--- config.mk ---
export PLATFORM = sky130hd
export DESIGN_NAME = lsu_read_port
export DESIGN_NICKNAME = d
export VERILOG_FILES = /design/src/verilog/lsu_settings.svh /design/src/verilog/lsu_pkg.sv /design/src/verilog/lsu_read_port.sv
export SDC_FILE = /design/constraint.sdc
export NUM_CORES = 1
export LEC_CHECK = 0
export CELL_PAD_IN_SITES_DETAIL_PLACEMENT = 2
export CELL_PAD_IN_SITES_GLOBAL_PLACEMENT = 2
export CORE_ASPECT_RATIO = 1.5
export CORE_MARGIN = 4
export CORE_UTILIZATION = 32
export CTS_BUF_LIST = sky130_fd_sc_hd__clkbuf_8 sky130_fd_sc_hd__clkbuf_16
export CTS_CLUSTER_DIAMETER = 100
export CTS_CLUSTER_SIZE = 28
export DETAILED_ROUTE_END_ITERATION = 10
export DONT_BUFFER_PORTS = 1
export HOLD_SLACK_MARGIN = 0.12
export MAX_ROUTING_LAYER = met4
export PLACE_DENSITY_LB_ADDON = 0.1
export SLEW_MARGIN = 20
export SYNTH_ARGS = -nofsm -noshare
export SYNTH_HDL_FRONTEND = slang
export SYNTH_SLANG_ARGS = --single-unit
--- constraint.sdc ---
create_clock -name clk -period 0.8 [get_ports clk]
set_input_delay 0.04 -clock clk [delete_from_list [all_inputs] [get_ports clk]]
set_output_delay 0.04 -clock clk [all_outputs]
set_load 0.02 [all_outputs]
--- src/verilog/lsu_settings.svh ---
`ifndef LSU_SETTINGS_SVH
`define LSU_SETTINGS_SVH

// memory window of the slave
`define LSU_MEM_BASE  32'h8000_0000
`define LSU_MEM_WORDS 256

// slack cycles on top of the per-operation budget
`define LSU_TB_MARGIN 200

`endif

--- src/verilog/lsu_pkg.sv ---
package lsu_pkg;

    // access width of a load or store
    typedef enum logic [1:0] {
        LSU_BYTE = 2'd0,
        LSU_HALF = 2'd1,
        LSU_WORD = 2'd2
    } lsu_size_e;

    // AXI xRESP encoding
    typedef enum logic [1:0] {
        AXI_OKAY   = 2'b00,
        AXI_EXOKAY = 2'b01,
        AXI_SLVERR = 2'b10,
        AXI_DECERR = 2'b11
    } axi_resp_e;

endpackage

--- src/verilog/lsu_read_port.sv ---
`timescale 1ns/1ps

module lsu_read_port import lsu_pkg::*; (
    input  logic        clk,
    input  logic        rst,
    input  logic        rd_start,
    input  logic [31:0] rd_addr,
    output logic        rd_done,
    output logic [31:0] rd_data,
    output logic        rd_err,
    output logic        ar_valid,
    input  logic        ar_ready,
    output logic [31:0] ar_addr,
    input  logic        r_valid,
    output logic        r_ready,
    input  logic [31:0] r_data,
    input  axi_resp_e   r_resp
);

    always_ff @(posedge clk or posedge rst) begin
        if (rst) begin
            ar_valid <= 1'b0;
            r_ready  <= 1'b0;
        end else begin
            if (ar_valid && ar_ready)
                ar_valid <= 1'b0;
            if (r_valid && r_ready)
                r_ready <= 1'b0;
            if (rd_start) begin
                ar_valid <= 1'b1;
                r_ready  <= 1'b1;   // ready for data from the issue on
            end
        end
    end

    always_ff @(posedge clk) begin
        if (rd_start)
            ar_addr <= {rd_addr[31:2], 2'b00};  // always fetch the whole word
    end

    // completion is the R handshake itself
    assign rd_done = r_valid && r_ready;
    assign rd_data = r_data;
    assign rd_err  = (r_resp != AXI_OKAY);

    ar_addr_stable: assert property (@(posedge clk) disable iff (rst)
        ar_valid && !ar_ready |=> ar_valid && $stable(ar_addr))
        else $error("ar_addr changed while ar_valid waited");

endmodule

==> flow_summary.ini <==
[clock_network]
path_clk_slew_ns = 0.06
cts_tree = done
cts_root_buffer = clkbuf_8
cts_buffer_depth = 2
clock_sinks = 32
h-tree-depth = 2
ctsHoldBuffers = 64
numCtsBuffers = 5
clk_latency_ns = 0.27

[status]
outcome = finished with violations
violations = hold timing, setup timing

[route]
vias = 688
first_pass_iters = 3
wl_um = 2960
wl_per_cell_um = 18.6
ant_nets = 0
route.detailed.drc = 0
drt-vias-per-instance = 4.33
first_iter_violations = 1

[yosys]
synthTopCellsByCount = buf_4, edfxtp_1, inv_1
yosysSeqAreaShare = 0.761
synth_top_cell_by_area = edfxtp_1
async_reset_ff_frac = 0.0625
synthCells = 74
yosys.cell_types.count = 8
synth_top_area_frac = 0.721
yosysMostFrequentCell = buf_4
syn_area_per_cell_um2 = 16.9
ys_seq_elements = 32
post_synth_main_area_contributors = edfxtp_1, buf_4, dfrtp_1, a21o_1, inv_1
synth_edf_count = 30
syn_area_um2 = 1250
synth_ff_type = edfxtp_1
ys_warn_count = 0

[timing]
fin_crit_ns = 0.881
whs_ns = -0.120
slew_viol_final = 0
hold_viol_final = 32
setup_viol = 9
finalSetupTns_ns = -0.210
setup_slack_ns = -0.0806
fmax_mhz = 1140
fin_worst_skew_ns = 0
period_share = 1.10
rsz0062_at_grt = true

[critical_path]
crit_type = flop to output pin
max_stage_delay_ns = 0.40
path_buf_inv = 0
start_kind = flop
crit_fanout = 3
critical_path.top_delay_family = flip-flops
cp.required_ns = 0.76
cp.arrival_ns = 0.84
cp_slowest_cell = dfrtp_1
cp-end-kind = output pin
crit_chain = and2_4

[grt]
grtUsageTotal = 0.115
grt_pass1_vias = 773
antenna_found_initial = 0
grt_overflow = 0
grtUsageMet1 = 0.0846
grt_first_pass_wirelength_um = 3950
grt_util_met3 = 0.0292
grt-busiest-layer = met2
grt_max_degree = 33
grt_use_met2 = 0.225

[floorplanning]
ios = 139
die_area_um2 = 4990
core_region_area_um2 = 3720
placementRows = 27
initial_core_util = 0.336
die_h_um = 84.5
fp.dieW_um = 59.0

[worst_hold_path]
hp-class = input port to flop

[pwr]
finalPower_mw = 3.72
vdd_drop_max_mv = 0.967
p_leak_nw = 0.686
power.density_nw_per_um2 = 2070

[final_layout]
layout-drive-gt1-share = 0.0776
layout.cells.non_filler = 159
postLayoutCellArea_um2 = 1800
fillerInstances = 350
antenna-diode-count = 0
syn_to_final_growth_pct = 44.0
final_nets = 186

[placement]
preCtsSetupSlack_ns = 0.156
io_buffer_count = 0
place.gp.congestion = 0.653
dp.cells = 86
place_area_um2 = 1070

[job]
drv_cap = 0
==> kinds of logic after synthesis <==
logic type | share of synthesized area
AND/OR/NAND/NOR | 0.0110
buffers and inverters | 0.213
other | 0.00300
AO/OA/AOI/OAI | 0.0120
flip-flops | 0.761
==> worst paths after layout <==
check | start | endpoint | slack [ns] | cells after the start
setup / recovery | r_ready$_DFFE_PP0P_ | rd_done | -0.08 | 1
hold / removal | rd_start | r_ready$_DFFE_PP0P_ | -0.12 | 1
setup reg to reg | ar_valid$_DFFE_PP0P_ | ar_valid$_DFFE_PP0P_ | 0.03 | 2
hold reg to reg | r_ready$_DFFE_PP0P_ | r_ready$_DFFE_PP0P_ | 0.52 | 1
max in group asynchronous | rst | ar_valid$_DFFE_PP0P_ | 0.06 | 3
min in group asynchronous | rst | r_ready$_DFFE_PP0P_ | 0.61 | 3
==> worst register-to-register path, delay by kind of cell (launching register included) <==
family	cells	cell delay, ns
AOI/OAI and AO/OA	1	0.14
buffers and inverters	1	0.14
DFF	1	0.39
==> cell type report <==
| class | instances | area [µm²] | area share |
|---|---|---|---|
| inverter | 3 | 11.3 | 0.00625 |
| sequential | 32 | 951 | 0.528 |
| clock buffer | 5 | 68.8 | 0.0382 |
| timing repair buffer | 67 | 667 | 0.370 |
| multi-input combinational | 6 | 37.5 | 0.0208 |
| tap | 43 | 53.8 | 0.0299 |
| clock inverter | 3 | 11.3 | 0.00625 |
==> layout by cell type, fill, tap and decap left out <==
cell type,count
or2_1,1
conb_1,2
buf_6,1
dfrtp_1,2
a21o_1,2
edfxtp_1,30
buf_4,2
inv_1,5
and2_4,1
clkinv_1,1
clkbuf_8,5
dlygate4sd3_1,64
==> report_power, final <==
part,total [mW],switching [mW],leakage (nW),internal [mW]
clock,1.09,0.511,0.0482,0.578
sequential,2.20,0.209,0.315,1.99
combinational,0.434,0.197,0.322,0.237
==> stage by stage <==
| stage | utilization | hold slack [ns] |
|---|---|---|
| 3_5_place_dp | 0.287 | -0.208 |
| 5_1_grt | 0.485 | -0.152 |
| 2_1_floorplan | - | -0.219 |
| 6_report | 0.485 | -0.120 |
| 3_3_place_gp | 0.287 | -0.217 |
| 4_1_cts | 0.482 | -0.151 |
==> timing repair <==
action / CTS / global route
gates resized for setup: 2 / 0
endpoints found under the setup margin: 28 / 33
endpoints found under the hold margin: 96 / 32
setup buffers: 0 / 1
cloned: 0 / 0
==> layer usage <==
metal / wire [µm] / vias up
li1: - / 296
met1: 791 / 314
met2: 1810 / 73
met3: 286 / 5
met4: 69 / 0
met5: 0 / -
==> registers in the layout, summed over array words and instances, names as in the netlist <==
name      cells
ar_addr      30
ar_valid      1
r_ready       1
Power figures use the tool's default switching activity.
