`src/verilog/lsu_settings.svh`:
```
`ifndef LSU_SETTINGS_SVH
`define LSU_SETTINGS_SVH

// memory window of the slave
`define LSU_MEM_BASE  32'h8000_0000
`define LSU_MEM_WORDS 256

// slack cycles on top of the per-operation budget
`define LSU_TB_MARGIN 200

`endif

```
`src/verilog/lsu_pkg.sv`:
```
package lsu_pkg;

    // access width of a load or store
    typedef enum logic [1:0] {
        LSU_BYTE = 2'd0,
        LSU_HALF = 2'd1,
        LSU_WORD = 2'd2
    } lsu_size_e;

    // AXI xRESP encoding
    typedef enum logic [1:0] {
        AXI_OKAY   = 2'b00,
        AXI_EXOKAY = 2'b01,
        AXI_SLVERR = 2'b10,
        AXI_DECERR = 2'b11
    } axi_resp_e;

endpackage

```
`src/verilog/lsu_write_port.sv`:
```
`timescale 1ns/1ps

module lsu_write_port import lsu_pkg::*; (
    input  logic        clk,
    input  logic        rst,
    input  logic        wr_start,
    input  logic [31:0] wr_addr,
    input  logic [31:0] wr_data,
    input  lsu_size_e   wr_size,
    output logic        wr_done,
    output logic        wr_err,
    output logic        aw_valid,
    input  logic        aw_ready,
    output logic [31:0] aw_addr,
    output logic        w_valid,
    input  logic        w_ready,
    output logic [31:0] w_data,
    output logic [3:0]  w_strb,
    input  logic        b_valid,
    output logic        b_ready,
    input  axi_resp_e   b_resp
);

    logic [1:0] byte_off;
    logic [3:0] strb_base;

    assign byte_off = wr_addr[1:0];

    always_comb begin
        case (wr_size)
            LSU_BYTE: strb_base = 4'b0001;
            LSU_HALF: strb_base = 4'b0011;
            default:  strb_base = 4'b1111;
        endcase
    end

    always_ff @(posedge clk or posedge rst) begin
        if (rst) begin
            aw_valid <= 1'b0;
            w_valid  <= 1'b0;
            b_ready  <= 1'b0;
        end else begin
            // each channel drops on its own handshake
            if (aw_valid && aw_ready)
                aw_valid <= 1'b0;
            if (w_valid && w_ready)
                w_valid <= 1'b0;
            if (b_valid && b_ready)
                b_ready <= 1'b0;
            if (wr_start) begin
                aw_valid <= 1'b1;
                w_valid  <= 1'b1;
                b_ready  <= 1'b1;
            end
        end
    end

    always_ff @(posedge clk) begin
        if (wr_start) begin
            aw_addr <= {wr_addr[31:2], 2'b00};
            w_data  <= wr_data << {byte_off, 3'b000};   // move data into its lane
            w_strb  <= strb_base << byte_off;
        end
    end

    assign wr_done = b_valid && b_ready;
    assign wr_err  = (b_resp != AXI_OKAY);

    w_beat_stable: assert property (@(posedge clk) disable iff (rst)
        w_valid && !w_ready |=> w_valid && $stable(w_data) && $stable(w_strb))
        else $error("write beat changed while w_valid waited");

endmodule

```
`config.mk`:
```
export PLATFORM = sky130hd
export DESIGN_NAME = lsu_write_port
export DESIGN_NICKNAME = d
export VERILOG_FILES = /design/src/verilog/lsu_settings.svh /design/src/verilog/lsu_pkg.sv /design/src/verilog/lsu_write_port.sv
export SDC_FILE = /design/constraint.sdc
export NUM_CORES = 1
export LEC_CHECK = 0
export ABC_AREA = 1
export BUFFER_PORTS_ARGS = -buffer_cell sky130_fd_sc_hd__buf_2
export CAP_MARGIN = 25
export CORE_MARGIN = 2
export CORE_UTILIZATION = 49
export DETAILED_ROUTE_END_ITERATION = 8
export GPL_ROUTABILITY_DRIVEN = 0
export PLACE_DENSITY = 0.82
export SLEW_MARGIN = 40
export SYNTH_ARGS = -nofsm -noshare
export SYNTH_HDL_FRONTEND = slang
export SYNTH_SLANG_ARGS = --single-unit
```
`constraint.sdc`:
```
create_clock -name clk -period 0.85 [get_ports clk]
set_input_delay 0 -clock clk [delete_from_list [all_inputs] [get_ports clk]]
set_output_delay 0 -clock clk [all_outputs]
set_load 0.03 [all_outputs]
```
==> flow_metrics.py <==
metrics = {
    "critical_path": {
        "reg2reg_depth": 3,
        "arrival_ns": 1.04,
        "startpoint": "b_ready",
        "cp_data_required_time_ns": 0.85,
        "critical_path_peak_fanout": 3,
        "start_kind": "flop",
        "rr_startpoint": "b_ready",
        "critPathCaptureType": "output pin",
        "crit_type": "flop to output pin",
    },
    "power": {
        "comb_power_share": 0.234,
        "seqPwrFrac": 0.459,
        "total_power_mw": 9.22,
        "p_clk_frac": 0.306,
        "leakagePower_nw": 2.32,
        "p_switching_mw": 2.79,
        "p_int_mw": 6.43,
        "power_density_nw_per_um2": 1900,
        "ir_drop_mv": 1.18,
        "swShare": 0.303,
    },
    "cells_and_area": {
        "final_layout_size_suffix_gt1_frac": 0.434,
        "fin_cells": 531,
        "area_growth_pct": 69.0,
        "antenna_cells": 0,
        "fin_nets": 528,
        "design_area_sq_um": 4850,
    },
    "global_routing": {
        "overflow": 0,
        "gr-usage-all-layers": 0.341,
        "grt_max_degree": 34,
        "antenna_found_initial": 0,
        "grt_first_pass_wirelength_mm": 15.7,
        "first_global_vias": 2878,
    },
    "synthesis": {
        "yosys_warnings": 0,
        "synthCells": 255,
        "netlist_area_sq_um": 2870,
        "ys_ff_latch": 69,
        "yosysSeqAreaShare": 0.717,
        "ys_types": 18,
        "synth.avg_cell_area_sq_um": 11.3,
    },
    "place": {
        "hpwl_mm": 5.25,
        "io_buffers": 144,
        "dp_cells": 476,
        "post_dp_cell_area_sq_um": 3780,
    },
    "cts": {
        "worstSkewPairLatency_ns": 0.36,
        "clkTransAtPathRegs_ns": 0.09,
        "cts_buffers": 9,
        "cts_sinks": 69,
        "cts.path.max_buffers": 2,
        "cts_tree": "built",
        "clock-root-buffer": "clkbuf_8",
        "cts_max_level": 3,
    },
    "worst_hold_path": {
        "hold_path_depth": 3,
        "min_from": "wr_size[1]",
        "worstHoldPathType": "input port to flop",
    },
    "timing": {
        "holdWs_ns": 0.0183,
        "rsz0062_at_grt": "yes",
        "maxSlewViolCount": 0,
        "clock.fmax_ghz": 0.960,
        "setup_viol": 70,
        "period_needed_ns": 1.04,
        "skew_ns": 0,
        "hold_viol_final": 0,
        "finalCritPeriodShare": 1.23,
        "fin_ws_ns": -0.192,
        "tns_ns": -4.76,
    },
    "outcome": {
        "violations": "negative setup slack",
        "status": "finished, violations left",
    },
    "detailed_routing": {
        "drt-total-wl_mm": 11.1,
        "detail-route-antenna-nets": 0,
        "drtPass1Iterations": 5,
        "routed-via-count": 2855,
        "wl_per_cell_um": 20.8,
        "drc": 0,
        "vias_per_cell": 5.38,
        "first_iter_violations": 419,
    },
    "floorplanning": {
        "die_y_um": 80.5,
        "start_util": 0.515,
        "die_w_um": 80.5,
        "ios": 147,
        "num_rows": 27,
        "fp.coreArea_sq_um": 5570,
        "dieArea_sq_um": 6490,
    },
    "job": {
        "maxCapViolCount": 0,
    },
}
## cell families after synthesis
kind of cell,synth area share
buffers and inverters,0.0841
AO/OA/AOI/OAI,0.00915
AND/OR/NAND/NOR,0.189
flip-flops,0.717
other,0.00131
## layout by cell type (no fill, tap or decap), types with 2 or more instances in the layout
cell type,synthesis,routed
buf_12,0,6
clkbuf_8,0,10
buf_2,1,71
clkinv_2,0,3
dfrtp_1,3,3
buf_6,2,69
nand2_1,79,73
nand2_2,5,11
nand3_1,24,20
inv_2,2,10
clkinv_4,0,2
nor2_1,19,19
inv_1,39,31
nand3_2,0,4
edfxtp_1,66,66
conb_1,1,2
buf_4,6,9
o21ai_0,3,3
dlygate4sd3_1,0,42
## worst paths after layout
kind | to | slack (ns)
setup / recovery | wr_done | -0.19
hold / removal | w_strb[2] | 0.02
setup reg to reg | b_ready | 0.03
max in group asynchronous | w_valid | 0.61
hold reg to reg | aw_valid | 0.61
min in group asynchronous | aw_valid | 0.10
## timing repair
action	4_1_cts	5_1_grt
gates resized for setup	138	18
endpoints found under the hold margin	45	0
pin swaps	0	1
setup endpoints to repair	70	81
setup buffers	0	1
hold buffers	42	0
## state kept, by name, indices dropped and copies added, names as in the netlist
register  flops
w_data       32
w_valid       1
b_ready       1
aw_valid      1
aw_addr      30
w_strb        4
## critical path, stage by stage, from the launching register on
cell	delay, ns
dfrtp_1	0.41
nand2_1	0.09
inv_2	0.05
buf_6	0.13
## synthesized netlist by cell type
library cell,count,area share
buf_4,6,0.016
nand2_2,5,0.011
o21ai_0,3,0.0052
nor3_1,1,0.0017
buf_8,1,0.0052
nand2_1,79,0.10
a21boi_2,1,0.0039
buf_2,1,0.0017
inv_1,39,0.051
nor2_1,19,0.025
nand3_1,24,0.042
inv_2,2,0.0026
buf_6,2,0.0078
nor2_4,1,0.0039
conb_1,1,0.0013
or2_2,1,0.0022
edfxtp_1,66,0.69
dfrtp_1,3,0.026
## cell type report
cell class	instances	area (sq um)
sequential	69	2060
multi-input combinational	136	611
clock inverter	6	62.6
timing repair buffer	197	1740
fill	236	722
clock buffer	10	138
inverter	41	154
tap	72	90.1
## per-layer routing
metal  vias up  track usage  share of wire
li1       1211            -              -
met1      1351        0.407           0.35
met2       260        0.599           0.50
met3        33       0.0809           0.12
met4         0        0.125          0.027
met5         -            0              0
## through the flow
step,util,worst slack [ns]
global route,0.870,-0.194
floorplan,-,0.0611
finish,0.870,-0.192
global placement,0.678,0.0162
CTS,0.866,-0.120
detailed placement,0.678,-0.110
## power by group through the flow
stage | logic [mW] | clock network, mW | registers (mW)
CTS | 2.03 | 2.69 | 4.19
floorplan | 0.336 | 0 | 4.79
detailed placement | 1.56 | 0 | 4.19
global placement | 1.53 | 0 | 4.18
finish | 2.16 | 2.82 | 4.23
global route | 2.25 | 2.93 | 4.25
Power figures use the tool's default switching activity.
