File: src/verilog/lsu_settings.svh
`ifndef LSU_SETTINGS_SVH
`define LSU_SETTINGS_SVH

// memory window of the slave
`define LSU_MEM_BASE  32'h8000_0000
`define LSU_MEM_WORDS 256

// slack cycles on top of the per-operation budget
`define LSU_TB_MARGIN 200

`endif

File: src/verilog/lsu_pkg.sv
package lsu_pkg;

    // access width of a load or store
    typedef enum logic [1:0] {
        LSU_BYTE = 2'd0,
        LSU_HALF = 2'd1,
        LSU_WORD = 2'd2
    } lsu_size_e;

    // AXI xRESP encoding
    typedef enum logic [1:0] {
        AXI_OKAY   = 2'b00,
        AXI_EXOKAY = 2'b01,
        AXI_SLVERR = 2'b10,
        AXI_DECERR = 2'b11
    } axi_resp_e;

endpackage

File: src/verilog/lsu_ctrl.sv
`timescale 1ns/1ps

module lsu_ctrl import lsu_pkg::*; (
    input  logic        clk,
    input  logic        rst,
    input  logic        in_valid,
    output logic        in_ready,
    input  logic [31:0] addr,
    input  logic [31:0] wdata,
    input  logic        op_load,
    input  logic        op_store,
    input  lsu_size_e   size,
    input  logic        sign_ext,
    output logic        out_valid,
    input  logic        out_ready,
    output logic [31:0] result,
    output logic        fault,
    output logic        rd_start,
    output logic [31:0] rd_addr,
    input  logic        rd_done,
    input  logic [31:0] rd_data,
    input  logic        rd_err,
    output logic        wr_start,
    output logic [31:0] wr_addr,
    output logic [31:0] wr_data,
    output lsu_size_e   wr_size,
    input  logic        wr_done,
    input  logic        wr_err
);

    typedef enum logic [1:0] {ST_IDLE, ST_BUSY, ST_HOLD} state_e;

    state_e      state;
    logic        accept;
    logic        misaligned;
    logic [1:0]  off_q;
    lsu_size_e   size_q;
    logic        sext_q;
    logic [31:0] lane;
    logic [31:0] load_val;

    assign in_ready  = (state == ST_IDLE);
    assign out_valid = (state == ST_HOLD);
    assign accept    = in_valid && in_ready;

    always_comb begin
        case (size)
            LSU_HALF: misaligned = addr[0];
            LSU_WORD: misaligned = (addr[1:0] != 2'b00);
            default:  misaligned = 1'b0;
        endcase
    end

    // a load wins if both flags are set
    assign rd_start = accept && op_load && !misaligned;
    assign wr_start = accept && op_store && !op_load && !misaligned;
    assign rd_addr  = addr;
    assign wr_addr  = addr;
    assign wr_data  = wdata;
    assign wr_size  = size;

    assign lane = rd_data >> {off_q, 3'b000};

    always_comb begin
        case (size_q)
            LSU_BYTE: load_val = {{24{sext_q & lane[7]}}, lane[7:0]};
            LSU_HALF: load_val = {{16{sext_q & lane[15]}}, lane[15:0]};
            default:  load_val = rd_data;
        endcase
    end

    always_ff @(posedge clk or posedge rst) begin
        if (rst) begin
            state <= ST_IDLE;
        end else begin
            case (state)
                ST_IDLE: if (accept) state <= (rd_start || wr_start) ? ST_BUSY : ST_HOLD;
                ST_BUSY: if (rd_done || wr_done) state <= ST_HOLD;
                ST_HOLD: if (out_ready) state <= ST_IDLE;
                default: state <= ST_IDLE;
            endcase
        end
    end

    always_ff @(posedge clk) begin
        if (accept) begin
            off_q  <= addr[1:0];
            size_q <= size;
            sext_q <= sign_ext;
            if (misaligned && (op_load || op_store)) begin
                result <= 32'h0;
                fault  <= 1'b1;
            end else begin
                result <= addr;     // pass-through value until a port completes
                fault  <= 1'b0;
            end
        end else if (rd_done) begin
            result <= rd_err ? 32'h0 : load_val;
            fault  <= rd_err;
        end else if (wr_done) begin
            result <= 32'h0;
            fault  <= wr_err;
        end
    end

    port_done_busy: assert property (@(posedge clk) disable iff (rst)
        (rd_done || wr_done) |-> state == ST_BUSY && !(rd_done && wr_done))
        else $error("port completion outside a single outstanding operation");

endmodule

File: config.mk
export PLATFORM = sky130hd
export DESIGN_NAME = lsu_ctrl
export DESIGN_NICKNAME = d
export VERILOG_FILES = /design/src/verilog/lsu_settings.svh /design/src/verilog/lsu_pkg.sv /design/src/verilog/lsu_ctrl.sv
export SDC_FILE = /design/constraint.sdc
export NUM_CORES = 1
export LEC_CHECK = 0
export BUFFER_PORTS_ARGS = -buffer_cell sky130_fd_sc_hd__buf_2
export CAP_MARGIN = 20
export CELL_PAD_IN_SITES_DETAIL_PLACEMENT = 1
export CELL_PAD_IN_SITES_GLOBAL_PLACEMENT = 2
export CORE_AREA = 2 2 131 133
export CTS_BUF_LIST = sky130_fd_sc_hd__clkbuf_8 sky130_fd_sc_hd__clkbuf_16
export DETAILED_ROUTE_END_ITERATION = 10
export DIE_AREA = 0 0 133 135
export PLACE_DENSITY_LB_ADDON = 0.1
export SYNTH_ARGS = -nofsm -noshare
export SYNTH_HDL_FRONTEND = slang
export SYNTH_SLANG_ARGS = --single-unit
File: constraint.sdc
create_clock -name clk -period 1.8 [get_ports clk]
set_input_delay 0 -clock clk [delete_from_list [all_inputs] [get_ports clk]]
set_output_delay 0 -clock clk [all_outputs]
set_load 0.03 [all_outputs]
==> results of run 1 <==
-- flip-flops by register name (all words and copies together) (netlist names) --
register  count
size_q        2
sext_q        1
off_q         2
fault         1
state         2
result       32
-- cell usage in the layout (no fill, tap or decap), drive strengths merged, types with 2 or more instances in the layout --
| cell type | count |
|---|---|
| o2bb2ai | 8 |
| dfrtp | 2 |
| nand2 | 18 |
| dlygate4sd3 | 7 |
| buf | 193 |
| nand2b | 10 |
| nor4b | 2 |
| nor2 | 13 |
| nand3 | 8 |
| nor3 | 3 |
| ha | 2 |
| clkbuf | 5 |
| clkinv | 2 |
| a32oi | 16 |
| o21ai | 34 |
| inv | 5 |
| nand4 | 7 |
| and2 | 8 |
| a21oi | 9 |
| nor2b | 3 |
| mux2i | 10 |
| o31ai | 2 |
| edfxtp | 38 |
-- layer usage --
| metal | GRT usage, % | vias to the layer above | wire (µm) |
|---|---|---|---|
| met5 | 0 | - | 0 |
| met4 | 4.06 | 0 | 167 |
| met3 | 2.63 | 20 | 704 |
| met2 | 20.7 | 137 | 5390 |
| met1 | 15.7 | 1281 | 4920 |
| li1 | - | 1247 | - |
-- worst max-delay path, stage by stage (launching register included) --
cell and delay (ns):
edfxtp_1 0.46, buf_6 0.21, mux2i_1 0.33, nand2_1 0.10
a21oi_1 0.21, o2bb2ai_1 0.10
-- cell type report --
cell class | instances | area, µm²
fillers | 1964 | 12600
flip-flops and latches | 40 | 1190
repair buffers | 200 | 1110
multi-input cells | 164 | 1090
well taps | 220 | 275
clock buffers | 5 | 125
clock inverters | 3 | 37.5
inverters | 5 | 21.3
-- repair_timing --
action,in CTS,in global routing
buffers inserted,0,0
gates resized for setup,0,5
setup endpoints to repair,0,47
endpoints found under the hold margin,8,0
hold buffers,7,0
-- power breakdown --
group	switching, mW	internal (mW)
combinational	1.34	0.620
clock	0.386	0.646
sequential	0.112	1.33
total	1.84	2.60
-- metrics by stage --
stage               hold WS, ns  setup WS, ns
floorplan                -0.259        0.0662
global placement         -0.150        0.0477
detailed placement       -0.147        0.0423
CTS                    0.000205        0.0444
global route          0.0000434        0.0132
finish                0.0000116         0.135
-- worst paths after layout --
path	startpoint	depth (start not counted)	endpoint	slack [ns]
worst max-delay path	off_q[1]$_DFFE_PN_	5	result[4]$_DFFE_PP_	0.13
max in group asynchronous	rst	3	state[1]$_DFFE_PP0P_	1.59
worst min-delay path	wdata[15]	0	wr_data[15]	0.00001
worst min register to register	state[1]$_DFFE_PP0P_	1	state[1]$_DFFE_PP0P_	0.52
worst max register to register	off_q[1]$_DFFE_PN_	5	result[4]$_DFFE_PP_	0.13
min in group asynchronous	rst	3	state[0]$_DFFE_PP0P_	0.10
-- cells by family after synthesis --
logic type / share of synthesized area [%]
adder cells (fa/ha/maj): 0.805
AND/OR/NAND/NOR: 14.1
AO/OA/AOI/OAI: 15.8
multiplexers: 3.58
flip-flops: 38.3
buffers and inverters: 27.4
==> results.cfg, run 1 <==
[power]
power_density_nw_per_um2 = 1150
p_leak_nw = 1.75
total_power_mw = 4.44
max-vdd-ir-drop_v = 0.000302

[global_route]
antenna_found_initial = 0
grt_max_degree = 34
grt_pass1_vias = 2924
track_usage_pct = 12.3
grt_pass1_wl_um = 16900
grt-ovfl-total = 0

[die]
start_util_pct = 18.9
fp.dieW_um = 133
core-area_um2 = 16400
die_h_um = 135
num_rows = 47
ios = 244
die-area_um2 = 18000

[layout]
area_delta_synth_final_pct = 24.0
fin_cells = 637
insertedDiodeCount = 0
fin_util_pct = 23.5
drive_above_1_share_pct = 51.1
final_area_um2 = 3850
fin_nets = 527

[setup_path]
arrival_ns = 1.70
cp-end-kind = flop
required_ns = 1.84
critPathKind = reg2reg
critical_path.startpoint_type = flop
cp_max_fo = 10

[drt]
num_vias = 2685
wl_per_cell_um = 17.6
post-route-drc-count = 0
drtAntennaViolNets = 0
wl_um = 11200
via_per_inst = 4.22
firstDrtPassIters = 4
dr.first_iter.drc_count = 96

[sta]
fmax_mhz = 601
period_needed_ns = 1.67
fin_tns_setup_ns = 0
fin_crit_sh_pct = 92.5
tightestPinTransition_ns = 0.505
fin_skew_ns = 0.00343
finalSetupViolCount = 0
hold_violations = 0
slew-limit-headroom_pct = 66.3
grt_setup_unrepaired = no
final_max_slew_viol_count = 0

[synthesis]
synth_edf_count = 38
synthTopCellsByArea = edfxtp_1, buf_4, a32oi_1
yosys_warnings = 0
synth_area_um2 = 3110
ys_async_sr_fraction_pct = 5.00
yosysTopAreaCell = edfxtp_1
synthTopCellsByCount = buf_4, edfxtp_1, o21ai_0, nand2_1, a32oi_1
synth_ff_type = edfxtp_1
postSynthAreaPerCell_um2 = 9.62
synth_top_area_share_pct = 36.7
syn_inst = 323
synth_nets = 434
synth_seq_area_share_pct = 38.3
synth_cell_type_count = 41
yosysMostFrequentCell = buf_4
synth_seq_cells = 40

[clock_tree]
cts_sinks = 40
insertion_delay_ns = 0.28
cts_tree = yes
cts.clk_slew.worst_paths_ns = 0.06
cts_made_buffers = 5
clockRootBuffer = clkbuf_16
clockBufferDepth = 2
h-tree-depth = 2

[place]
dp_hpwl_um = 9030
port_buffers = 179
dpl_cell_area_um2 = 3610
place.gp.congestion = 0.714
dp.cells = 622

[min_path]
hold_class = in2out

[job]
maxCapViolations = 0

[run_status]
outcome = finished clean
No activity file was read; power rests on OpenSTA's default activity.
==> inputs of run 2 (changes only) <==
Settings changed: CORE_AREA 2 2 131 133 to 2 2 125 127, DIE_AREA 0 0 133 135 to 0 0 127 129.
Clock period 1.8 ns to 1.7 ns, I/O delays scaled along.
==> results.cfg, run 2 (synthesis gave the netlist of run 1 again) <==
[run_status]
outcome = finished clean

[place]
place.gp.congestion = 0.727
dpl_cell_area_um2 = 3570
port_buffers = 179
dp.cells = 591
dp_hpwl_um = 8490

[drt]
firstDrtPassIters = 5
drtAntennaViolNets = 0
wl_um = 11000
wl_per_cell_um = 18.2
via_per_inst = 4.45
post-route-drc-count = 0
dr.first_iter.drc_count = 127
num_vias = 2700

[min_path]
hold_class = in2out
min_path_cells = 0

[clock_tree]
cts_made_buffers = 5
cts.clk_slew.worst_paths_ns = 0.06
clockBufferDepth = 2
h-tree-depth = 2
clockRootBuffer = clkbuf_16
cts_sinks = 40
insertion_delay_ns = 0.29
cts_tree = yes

[die]
fp.dieW_um = 127
core-area_um2 = 15000
start_util_pct = 20.8
ios = 244
die-area_um2 = 16400
num_rows = 45
die_h_um = 129

[layout]
layout_common_cells = buf_2, edfxtp_1, o21ai_0
insertedDiodeCount = 0
final_area_um2 = 3880
largest_reg_flops = 32
top_register = result
area_delta_synth_final_pct = 24.8
layout_commonest_cell = buf_2
fin_util_pct = 25.9
fin_cells = 607
fin_nets = 529
drive_above_1_share_pct = 54.7

[setup_path]
critPathKind = reg2reg
rr_worst_depth = 5
cp-end-kind = flop
slowest_delay_ns = 0.51
critical_path.startpoint_type = flop
crit_chain = or2_2, o22ai_2, a21oi_4, buf_12, o21ai_0
cp_num_buf_inv = 1
crit_family = flip-flops
cp_max_fo = 16
slowest_stage = edfxtp_1
crit_cells = 5
required_ns = 1.82
arrival_ns = 1.76

[sta]
final_max_slew_viol_count = 0
fin_tns_setup_ns = 0
slew-limit-headroom_pct = 78.7
tightestPinTransition_ns = 0.317
period_needed_ns = 1.64
hold_violations = 0
fin_crit_sh_pct = 96.5
grt_setup_unrepaired = yes
fin_skew_ns = 0.00622
finalSetupViolCount = 0
fmax_mhz = 609

[power]
total_power_mw = 4.65
power_density_nw_per_um2 = 1200
max-vdd-ir-drop_v = 0.000334
p_leak_nw = 1.74

[global_route]
grt_pass1_wl_um = 15800
grt_pass1_vias = 2686
grt_max_degree = 34
grt-ovfl-total = 0
track_usage_pct = 12.7
antenna_found_initial = 0

[job]
maxCapViolations = 0
==> run 2: cell types whose count changed in the layout (fill, tap and decap cells not counted), moves of 2 or more <==
cell	delta
a21oi_2	+5
clkinv_1	-2
mux2i_2	+6
a21oi_1	-5
nor2_1	-2
mux2i_1	-6
==> run 2: metrics by stage <==
stage,setup slack [ns],hold slack (ns)
final,0.0593,0.0000116
after global routing,-0.0329,0.0000434
after CTS,0.0285,0.000205
after detailed placement,-0.0330,-0.145
after global placement,-0.0177,-0.148
after floorplan,0.0845,-0.259
==> run 2: power by group <==
group	switching, mW	total, mW	internal [mW]
Sequential	0.113	1.52	1.41
Clock	0.407	0.986	0.580
Combinational	1.45	2.14	0.690
Total	1.97	4.65	2.68
==> run 2: layout make-up <==
cell class / count / area (µm²)
clock buffers: 6 / 139
clock inverters: 2 / 11.3
fillers: 1785 / 11100
inverters: 5 / 21.3
multi-input cells: 165 / 1160
flip-flops and latches: 40 / 1190
well taps: 188 / 235
repair buffers: 201 / 1120
==> run 2: final timing paths <==
check                                     start              endpoint  slack [ns]
hold / removal                        wdata[16]           wr_data[16]     0.00001
max in group asynchronous                   rst  state[0]$_DFFE_PP0P_        1.49
setup / recovery             off_q[0]$_DFFE_PN_  result[31]$_DFFE_PP_        0.06
hold reg to reg            state[1]$_DFFE_PP0P_  state[1]$_DFFE_PP0P_        0.57
setup reg to reg             off_q[0]$_DFFE_PN_  result[31]$_DFFE_PP_        0.06
min in group asynchronous                   rst  state[1]$_DFFE_PP0P_        0.10
==> run 2: worst register-to-register path: stages (launching register included) <==
cell and delay, ns:
edfxtp_1 0.51, or2_2 0.33, o22ai_2 0.24, a21oi_4 0.06, buf_12 0.16, o21ai_0 0.18
==> run 2: layer usage <==
layer	vias up	global-route usage, %	wire length [µm]
met4	0	3.81	206
met1	1289	16.4	4830
met2	130	21.5	5270
met3	21	2.54	732
li1	1260	-	-
met5	-	0	0
==> run 2: repair_timing <==
action                                 4_1_cts  5_1_grt
setup endpoints to repair                    7       57
resized for setup                            3       19
hold buffers                                 7        0
gates cloned                                 0        1
endpoints found under the hold margin        8        0
buffers inserted                             0        0
